File: src/verilog/tau_cfg_pkg.sv
package tau_cfg_pkg;

	// ========================================================================
	// Work dimensions
	// ========================================================================
	// Number of work dimensions
	localparam int VDIM = 2;
	// Selects one of the VDIM axes
	localparam int VDIM_BW = 1;
	// One offset in a single dimension
	localparam int WORK_BW = 8;

	// ========================================================================
	// Instructions and warps
	// ========================================================================
	// Instruction configurations held by the accelerator
	localparam int N_ICFG = 4;
	// Must hold N_ICFG itself, since id_end is exclusive
	localparam int NCFG_BW = 3;
	// Warp ids wrap past the last of these slots
	localparam int MAX_WARP = 8;
	localparam int WID_BW = 3;

	// ========================================================================
	// Sub-block shuffle and dual issue
	// ========================================================================
	// Shuffle orders run from 0 up to WORK_BW-1
	localparam int CCV_BW = 3;
	// Bit position ORed in on the second dual half
	localparam int CW_BW = 3;

endpackage

File: src/verilog/looper_types_pkg.sv
package looper_types_pkg;
	import tau_cfg_pkg::*;

	// Offset in one dimension for block and accumulator offsets
	typedef logic [WORK_BW-1:0] work_t;

	// Instruction and warp identifiers
	typedef logic [NCFG_BW-1:0] inst_id_t;
	typedef logic [WID_BW-1:0] warp_id_t;

	// Shift amount of the sub-block shuffle
	typedef logic [CCV_BW-1:0] order_t;

	// Dual issue settings
	typedef logic [CW_BW-1:0] dual_pos_t;
	typedef logic [VDIM_BW-1:0] axis_t;

	// Combiner FSM
	typedef enum logic {
		ISSUE_IDLE,
		ISSUE_RUN
	} issue_state_t;

endpackage

File: src/verilog/looper_ifs.sv
`timescale 1ns/1ps

// Combiner to block offset walker
interface walk_if import tau_cfg_pkg::*, looper_types_pkg::*; ();
	logic load;
	logic step;
	work_t bofs [VDIM];
	work_t blofs [VDIM];
	logic last;

	modport issue (output load, output step, input bofs, input blofs, input last);
	modport walker (input load, input step, output bofs, output blofs, output last);
endinterface

// Combiner to instruction and warp sequencer
interface seq_if import looper_types_pkg::*; ();
	logic load;
	logic adv;
	inst_id_t id;
	warp_id_t warpid;
	logic half;
	logic id_last;

	modport issue (
		output load, output adv,
		input id, input warpid, input half, input id_last
	);
	modport sequencer (
		input load, input adv,
		output id, output warpid, output half, output id_last
	);
endinterface

File: src/verilog/block_offset_walker.sv
`timescale 1ns/1ps

module block_offset_walker import tau_cfg_pkg::*, looper_types_pkg::*; (
	input logic i_clk,
	input logic i_rst,
	input work_t i_bofs [VDIM],
	input work_t i_bgrid_step [VDIM],
	input order_t i_bsub_up_order [VDIM],
	walk_if.walker walk
);

	// Range of the current command already scaled down by the up order
	work_t rng_beg [VDIM];
	work_t rng_end [VDIM];

	// Current position and its distance from the range start
	work_t pos [VDIM];
	work_t lpos [VDIM];
	work_t pos_nxt [VDIM];
	work_t lpos_nxt [VDIM];
	logic [VDIM-1:0] at_end;

	// ========================================================================
	// N-dimensional counter with dimension 0 running fastest
	// ========================================================================
	always_comb begin
		logic carry;
		carry = 1'b1;
		for (int i = 0; i < VDIM; i++) begin
			at_end[i] = pos[i] == work_t'(rng_end[i] - 1'b1);
			pos_nxt[i] = pos[i];
			lpos_nxt[i] = lpos[i];
			if (carry) begin
				if (at_end[i]) begin
					// Wrap and carry into the next dimension
					pos_nxt[i] = rng_beg[i];
					lpos_nxt[i] = '0;
				end else begin
					pos_nxt[i] = pos[i] + 1'b1;
					lpos_nxt[i] = lpos[i] + 1'b1;
					carry = 1'b0;
				end
			end
		end
	end

	assign walk.bofs = pos;
	assign walk.blofs = lpos;
	assign walk.last = &at_end;

	// ========================================================================
	// Registers
	// ========================================================================
	always_ff @(posedge i_clk) begin
		if (walk.load) begin
			for (int i = 0; i < VDIM; i++) begin
				rng_beg[i] <= i_bofs[i] >> i_bsub_up_order[i];
				// Sum wraps at WORK_BW before the shift
				rng_end[i] <= work_t'(i_bofs[i] + i_bgrid_step[i]) >> i_bsub_up_order[i];
			end
		end
	end

	always_ff @(posedge i_clk) begin
		if (i_rst) begin
			for (int i = 0; i < VDIM; i++) begin
				pos[i] <= '0;
				lpos[i] <= '0;
			end
		end else if (walk.load) begin
			for (int i = 0; i < VDIM; i++) begin
				pos[i] <= i_bofs[i] >> i_bsub_up_order[i];
				lpos[i] <= '0;
			end
		end else if (walk.step) begin
			pos <= pos_nxt;
			lpos <= lpos_nxt;
		end
	end

endmodule

File: src/verilog/warp_id_sequencer.sv
`timescale 1ns/1ps

module warp_id_sequencer import tau_cfg_pkg::*, looper_types_pkg::*; (
	input logic i_clk,
	input logic i_rst,
	input inst_id_t i_id_beg,
	input inst_id_t i_id_end,
	seq_if.sequencer seq
);

	// Instruction range of the current command with an exclusive end
	inst_id_t id_beg_r;
	inst_id_t id_end_r;

	inst_id_t id_r;
	warp_id_t warpid_r;
	logic half_r;

	inst_id_t id_inc;
	warp_id_t warpid_inc;

	// ========================================================================
	// Next values
	// ========================================================================
	assign id_inc = id_r + 1'b1;

	// One warp per block position wrapping at the slot count
	assign warpid_inc = (warpid_r == warp_id_t'(MAX_WARP - 1)) ? '0 : warpid_r + 1'b1;

	assign seq.id = id_r;
	assign seq.warpid = warpid_r;
	assign seq.half = half_r;
	assign seq.id_last = id_inc == id_end_r;

	// ========================================================================
	// Registers
	// ========================================================================
	always_ff @(posedge i_clk) begin
		if (seq.load) begin
			id_beg_r <= i_id_beg;
			id_end_r <= i_id_end;
		end
	end

	always_ff @(posedge i_clk) begin
		if (i_rst) begin
			id_r <= '0;
			warpid_r <= '0;
			half_r <= 1'b0;
		end else if (seq.load) begin
			id_r <= i_id_beg;
			warpid_r <= '0;
			half_r <= 1'b0;
		end else if (seq.adv) begin
			// Dual half runs fastest
			half_r <= !half_r;
			if (half_r) begin
				if (seq.id_last) begin
					// Last id of this position moves on to the next warp
					id_r <= id_beg_r;
					warpid_r <= warpid_inc;
				end else begin
					id_r <= id_inc;
				end
			end
		end
	end

endmodule

File: src/verilog/index_issue.sv
`timescale 1ns/1ps

module index_issue import tau_cfg_pkg::*, looper_types_pkg::*; (
	input logic i_clk,
	input logic i_rst,
	input logic i_src_rdy,
	output logic o_src_ack,
	input work_t i_aofs [VDIM],
	input work_t i_alofs [VDIM],
	input logic i_islast,
	input inst_id_t i_id_ret,
	input axis_t i_dual_axis,
	input dual_pos_t i_dual_order,
	input order_t i_bsub_up_order [VDIM],
	input order_t i_bsub_lo_order [VDIM],
	output logic o_dst_rdy,
	input logic i_dst_ack,
	output inst_id_t o_id,
	output warp_id_t o_warpid,
	output work_t o_bofs [VDIM],
	output work_t o_aofs [VDIM],
	output work_t o_blofs [VDIM],
	output work_t o_alofs [VDIM],
	output logic o_retire,
	output logic o_islast,
	walk_if.issue walk,
	seq_if.issue seq
);

	issue_state_t state, state_nxt;
	logic src_xfer, dst_xfer, rec_final;

	// Command fields held for the whole command
	work_t aofs_r [VDIM];
	work_t alofs_r [VDIM];
	logic islast_r;
	inst_id_t id_ret_r;
	axis_t dual_axis_r;
	dual_pos_t dual_order_r;
	order_t up_r [VDIM];
	order_t lo_r [VDIM];
	work_t dual_bit [VDIM];

	// Bits from lo upward move left by up so that up=2 lo=3 gives AB00CDE
	function automatic work_t vshuf(input work_t v, input order_t up, input order_t lo);
		work_t lm;
		lm = {WORK_BW{1'b1}} << lo;
		return (v & ~lm) | ((v & lm) << up);
	endfunction

	// ========================================================================
	// Handshake and FSM
	// ========================================================================
	assign o_src_ack = state == ISSUE_IDLE;
	assign o_dst_rdy = state == ISSUE_RUN;
	assign src_xfer = i_src_rdy && o_src_ack;
	assign dst_xfer = o_dst_rdy && i_dst_ack;
	assign rec_final = walk.last && seq.id_last && seq.half;

	assign walk.load = src_xfer;
	assign seq.load = src_xfer;
	assign seq.adv = dst_xfer;
	// Block position moves once all ids and both halves are out
	assign walk.step = dst_xfer && seq.half && seq.id_last;

	always_comb begin
		state_nxt = state;
		case (state)
			ISSUE_IDLE: if (i_src_rdy) state_nxt = ISSUE_RUN;
			ISSUE_RUN: if (dst_xfer && rec_final) state_nxt = ISSUE_IDLE;
			default: state_nxt = ISSUE_IDLE;
		endcase
	end

	always_ff @(posedge i_clk) begin
		if (i_rst) begin
			state <= ISSUE_IDLE;
		end else begin
			state <= state_nxt;
		end
	end

	always_ff @(posedge i_clk) begin
		if (src_xfer) begin
			aofs_r <= i_aofs;
			alofs_r <= i_alofs;
			islast_r <= i_islast;
			id_ret_r <= i_id_ret;
			dual_axis_r <= i_dual_axis;
			dual_order_r <= i_dual_order;
			up_r <= i_bsub_up_order;
			lo_r <= i_bsub_lo_order;
		end
	end

	// ========================================================================
	// Record fields
	// ========================================================================
	always_comb begin
		for (int i = 0; i < VDIM; i++) begin
			dual_bit[i] = work_t'(dual_axis_r == axis_t'(i) && seq.half) << dual_order_r;
			o_bofs[i] = vshuf(walk.bofs[i], up_r[i], lo_r[i]) | dual_bit[i];
			o_blofs[i] = vshuf(walk.blofs[i], up_r[i], lo_r[i]) | dual_bit[i];
		end
	end

	assign o_aofs = aofs_r;
	assign o_alofs = alofs_r;
	assign o_id = seq.id;
	assign o_warpid = seq.warpid;
	// Shared memory of this id can be freed once the last position is out
	assign o_retire = walk.last && seq.half && (seq.id < id_ret_r);
	assign o_islast = islast_r && rec_final;

endmodule

File: src/verilog/accum_warp_looper_index_stage.sv
`timescale 1ns/1ps

module accum_warp_looper_index_stage import tau_cfg_pkg::*, looper_types_pkg::*; (
	input logic i_clk,
	input logic i_rst,
	// Command
	input logic i_src_rdy,
	output logic o_src_ack,
	input work_t i_bofs [VDIM],
	input work_t i_aofs [VDIM],
	input work_t i_alofs [VDIM],
	input logic i_islast,
	input inst_id_t i_id_beg,
	input inst_id_t i_id_end,
	input inst_id_t i_id_ret,
	input work_t i_bgrid_step [VDIM],
	input axis_t i_dual_axis,
	input dual_pos_t i_dual_order,
	input order_t i_bsub_up_order [VDIM],
	input order_t i_bsub_lo_order [VDIM],
	// Issue records
	output logic o_dst_rdy,
	input logic i_dst_ack,
	output inst_id_t o_id,
	output warp_id_t o_warpid,
	output work_t o_bofs [VDIM],
	output work_t o_aofs [VDIM],
	output work_t o_blofs [VDIM],
	output work_t o_alofs [VDIM],
	output logic o_retire,
	output logic o_islast
);

	walk_if u_walk_if ();
	seq_if u_seq_if ();

	// Block positions of the command grid
	block_offset_walker u_walker (
		.i_clk(i_clk),
		.i_rst(i_rst),
		.i_bofs(i_bofs),
		.i_bgrid_step(i_bgrid_step),
		.i_bsub_up_order(i_bsub_up_order),
		.walk(u_walk_if)
	);

	// Dual half, instruction id and warp id
	warp_id_sequencer u_seq (
		.i_clk(i_clk),
		.i_rst(i_rst),
		.i_id_beg(i_id_beg),
		.i_id_end(i_id_end),
		.seq(u_seq_if)
	);

	index_issue u_issue (
		.i_clk(i_clk),
		.i_rst(i_rst),
		.i_src_rdy(i_src_rdy),
		.o_src_ack(o_src_ack),
		.i_aofs(i_aofs),
		.i_alofs(i_alofs),
		.i_islast(i_islast),
		.i_id_ret(i_id_ret),
		.i_dual_axis(i_dual_axis),
		.i_dual_order(i_dual_order),
		.i_bsub_up_order(i_bsub_up_order),
		.i_bsub_lo_order(i_bsub_lo_order),
		.o_dst_rdy(o_dst_rdy),
		.i_dst_ack(i_dst_ack),
		.o_id(o_id),
		.o_warpid(o_warpid),
		.o_bofs(o_bofs),
		.o_aofs(o_aofs),
		.o_blofs(o_blofs),
		.o_alofs(o_alofs),
		.o_retire(o_retire),
		.o_islast(o_islast),
		.walk(u_walk_if),
		.seq(u_seq_if)
	);

endmodule

File: config.mk
export PLATFORM = sky130hd
export DESIGN_NAME = accum_warp_looper_index_stage
export DESIGN_NICKNAME = d
export VERILOG_FILES = /design/src/verilog/tau_cfg_pkg.sv /design/src/verilog/looper_types_pkg.sv /design/src/verilog/looper_ifs.sv /design/src/verilog/block_offset_walker.sv /design/src/verilog/warp_id_sequencer.sv /design/src/verilog/index_issue.sv /design/src/verilog/accum_warp_looper_index_stage.sv
export SDC_FILE = /design/constraint.sdc
export NUM_CORES = 1
export LEC_CHECK = 0
export ABC_AREA = 1
export BUFFER_PORTS_ARGS = -buffer_cell sky130_fd_sc_hd__buf_2
export CAP_MARGIN = 0
export CORE_ASPECT_RATIO = 0.6
export CORE_MARGIN = 4
export CORE_UTILIZATION = 35
export CTS_CLUSTER_DIAMETER = 100
export DETAILED_ROUTE_END_ITERATION = 8
export MAX_ROUTING_LAYER = met4
export PLACE_DENSITY_LB_ADDON = 0.05
export SYNTH_ARGS = -nofsm -noshare
export SYNTH_HDL_FRONTEND = slang
export SYNTH_SLANG_ARGS = --single-unit
export TNS_END_PERCENT = 1
File: constraint.sdc
create_clock -name i_clk -period 4.1 [get_ports i_clk]
set_clock_uncertainty 0.15 [all_clocks]
set_input_delay 0.41 -clock i_clk [delete_from_list [all_inputs] [get_ports i_clk]]
set_output_delay 0.41 -clock i_clk [all_outputs]
set_load 0.005 [all_outputs]
==> flow_metrics.py <==
metrics = {
    "outcome": {
        "outcome": "finished, final reports clean",
    },
    "global_route": {
        "antenna_found_initial": 1,
        "grt_usage_pct": 20.8,
        "grt-ovfl-total": 0,
        "grt_start_max_net_pins": 63,
        "grt_pass1_vias": 7660,
        "grt_pass1_wl_um": 43400,
    },
    "timing": {
        "hold_viol_final": 0,
        "slew_viol_final": 0,
        "post-route-period-util_pct": 84.1,
        "worst_slack_ns": 0.653,
        "worst_slew_pin_slew_ns": 0.644,
        "setup_viol": 0,
        "slew_headroom_pct": 56.6,
        "setup_tns_ns": 0,
        "max_freq_mhz": 290,
        "grt_setup_unrepaired": "false",
        "fin_crit_ns": 3.45,
    },
    "clocking": {
        "cts_tree": "yes",
        "cts_setup_buffers": 0,
        "cts_made_buffers": 17,
        "cts_root_buffer": "clkbuf_16",
        "clk_path_buf_depth": 2,
        "cts_resized": 0,
        "htreeDepth": 4,
        "path_clk_slew_ns": 0.06,
        "clk_latency_ns": 0.43,
        "postCtsHoldBufs": 50,
        "clock_sinks": 130,
    },
    "floorplanning": {
        "initial_core_util_pct": 35.9,
        "ioPinCount": 168,
        "die_x_um": 212,
        "rows": 44,
        "dieArea_mm2": 0.0277,
        "fp.dieH_um": 131,
        "core_mm2": 0.0244,
    },
    "critical_path": {
        "worstPathRequired_ns": 3.54,
        "cp_slowest_cell": "edfxtp_1",
        "cp_num_buf_inv": 4,
        "rr_worst_depth": 14,
        "cp_num_cells": 14,
        "crit_arrival_ns": 2.89,
        "start_kind": "flip-flop",
        "critPathMaxFanout": 11,
        "slowest_delay_ns": 0.38,
        "path_cells": "inv_1 -> ha_1 -> inv_1 -> nand2_1 -> nand2_1 -> nand2_1 -> nor2_1 -> nand3_1 -> nor2_4 -> nand2_2 -> nor2_1 -> inv_1 -> nor4_2 -> buf_2",
        "end_kind": "output port",
        "critPathKind": "flip-flop to output port",
        "path_delay_family": "simple AND/OR/NAND/NOR gates",
    },
    "yosys": {
        "syn-instance-count": 1187,
        "ys.flop_type": "edfxtp_1",
        "syn_area_mm2": 0.00876,
        "async_flop_share_pct": 0,
        "ys_warn_count": 0,
        "synth_edf_count": 90,
        "ys_seq_area_share_pct": 40.0,
        "syn-num-nets": 1308,
        "avgSynthCellArea_um2": 7.38,
        "ys_seq_elements": 130,
        "synth_cell_types": 47,
    },
    "routing": {
        "wirelength_um": 28100,
        "via_per_inst": 5.04,
        "detail_route.wl_per_cell_um": 16.3,
        "drc_errors": 0,
        "vias": 8672,
        "drt.antenna.violating_nets": 0,
        "dr.pass1.iters": 5,
        "drtIter0Drc": 926,
    },
    "cells_and_area": {
        "layout_commonest_cell": "nand2_1",
        "area_growth_pct": 25.3,
        "fin_nets": 1507,
        "layout-drive-gt1-share_pct": 16.7,
        "fillCellCount": 2482,
        "final_cell_mix": "nand2_1, buf_2, nand3_1",
    },
    "worst_hold_path": {
        "hold_depth": 1,
        "hold_class": "input pin to flip-flop",
    },
    "power": {
        "vdd_ir_drop_max_mv": 0.255,
        "switching_power_w": 0.00114,
        "internal_power_w": 0.00275,
        "p_leak_nw": 4.96,
        "powerDensity_mw_per_mm2": 354,
        "swShare_pct": 29.3,
        "p_seq_share_pct": 40.5,
        "clkPwrFrac_pct": 39.7,
        "p_comb_share_pct": 19.8,
    },
    "flow_run": {
        "drv_cap": 0,
    },
    "placed_design": {
        "numPortBuffers": 167,
        "gp_congestion": 0.921,
        "dp_hpwl_um": 21900,
        "place_ws_ns": 1.15,
    },
}
## cell type report
cell class / instances / area, µm² / share of cell area, %
clock inverter: 5 / 30.0 / 0.274
clock buffer: 27 / 574 / 5.23
inverter: 136 / 513 / 4.67
timing repair buffer: 222 / 1390 / 12.6
antenna: 1 / 2.50 / 0.0228
sequential: 130 / 3500 / 31.9
tap: 322 / 403 / 3.67
multi-input combinational: 879 / 4560 / 41.6
## power groups by stage
| stage | clock [W] | sequential (W) | combinational (W) |
|---|---|---|---|
| 2_1_floorplan | 0 | 0.00158 | 0.000494 |
| 3_3_place_gp | 0 | 0.00160 | 0.000728 |
| 3_5_place_dp | 0 | 0.00160 | 0.000724 |
| 4_1_cts | 0.00158 | 0.00158 | 0.000764 |
| 5_1_grt | 0.00164 | 0.00159 | 0.000869 |
| 6_report | 0.00154 | 0.00158 | 0.000770 |
## state kept, by name, indices dropped and copies added (netlist names)
| name | cells |
|---|---|
| u_walker.rng_end | 16 |
| u_issue.o_aofs | 16 |
| u_issue.o_dst_rdy | 1 |
| u_issue.o_alofs | 16 |
| u_seq.seq.warpid | 3 |
| u_issue.dual_axis_r | 1 |
| u_issue.dual_order_r | 3 |
| u_issue.id_ret_r | 3 |
| u_walker.walk.bofs | 16 |
| u_seq.seq.half | 1 |
| u_seq.id_beg_r | 3 |
| u_seq.id_end_r | 3 |
| u_issue.lo_r | 6 |
| u_issue.islast_r | 1 |
| u_walker.walk.blofs | 16 |
| u_issue.up_r | 6 |
| u_walker.rng_beg | 16 |
| u_seq.seq.id | 3 |
## synth_stat cells (all sizes together), types with 25 or more instances
cell type	number	area (µm²)
o211ai	25	188
o21ai	94	470
inv	133	499
nand4	36	225
clkbuf	31	116
a21oi	37	189
dfxtp	40	801
edfxtp	90	2700
nand2	327	1240
nor2	100	432
nand3	137	703
ha	25	313
## logic make-up (layout without fill, tap and decap cells)
logic type | after synthesis | count (layout) | synth area share, %
AO/OA/AOI/OAI | 178 | 178 | 11.7
XOR/XNOR | 34 | 34 | 3.40
adder cells (fa/ha/maj) | 27 | 27 | 4.03
buffers and inverters | 178 | 390 | 7.93
flip-flops | 130 | 130 | 40.0
multiplexers | 8 | 8 | 0.914
other | 0 | 1 | 0
AND/OR/NAND/NOR | 632 | 632 | 32.1
## final timing paths
| path | slack, ns | endpoint | start |
|---|---|---|---|
| min | 0.03 | u_seq.id_beg_r[2]$_DFFE_PP_ | i_id_beg[2] |
| min reg2reg | 0.35 | u_issue.o_dst_rdy$_SDFF_PP0_ | u_issue.o_dst_rdy$_SDFF_PP0_ |
| max reg2reg | 1.42 | u_walker.walk.blofs[0]$_SDFFE_PP0P_ | u_walker.rng_end[0][8]$_DFFE_PP_ |
| max | 0.65 | o_retire | u_walker.rng_end[0][8]$_DFFE_PP_ |
## per-layer routing
layer  share of wire (%)  GRT usage, %  vias up
li1                    -             -     4425
met1                  58          35.1     3898
met2                  34          23.5      324
met3                 7.3          4.15       25
met4                 1.2          5.15        0
met5                   0             -        -
## metrics by stage
step	area [µm²]	hold slack, ns	util, %	power, W	cells
5_1_grt	11000	0.0158	45.0	0.00409	1722
2_1_floorplan	8760	0.316	-	0.00207	1187
6_report	11000	0.0310	45.0	0.00389	1722
4_1_cts	11000	0.000341	45.0	0.00392	1721
3_3_place_gp	9870	0.352	40.5	0.00233	1639
3_5_place_dp	9870	0.351	40.5	0.00233	1639
Note: power is estimated with default switching activity, not from simulation.
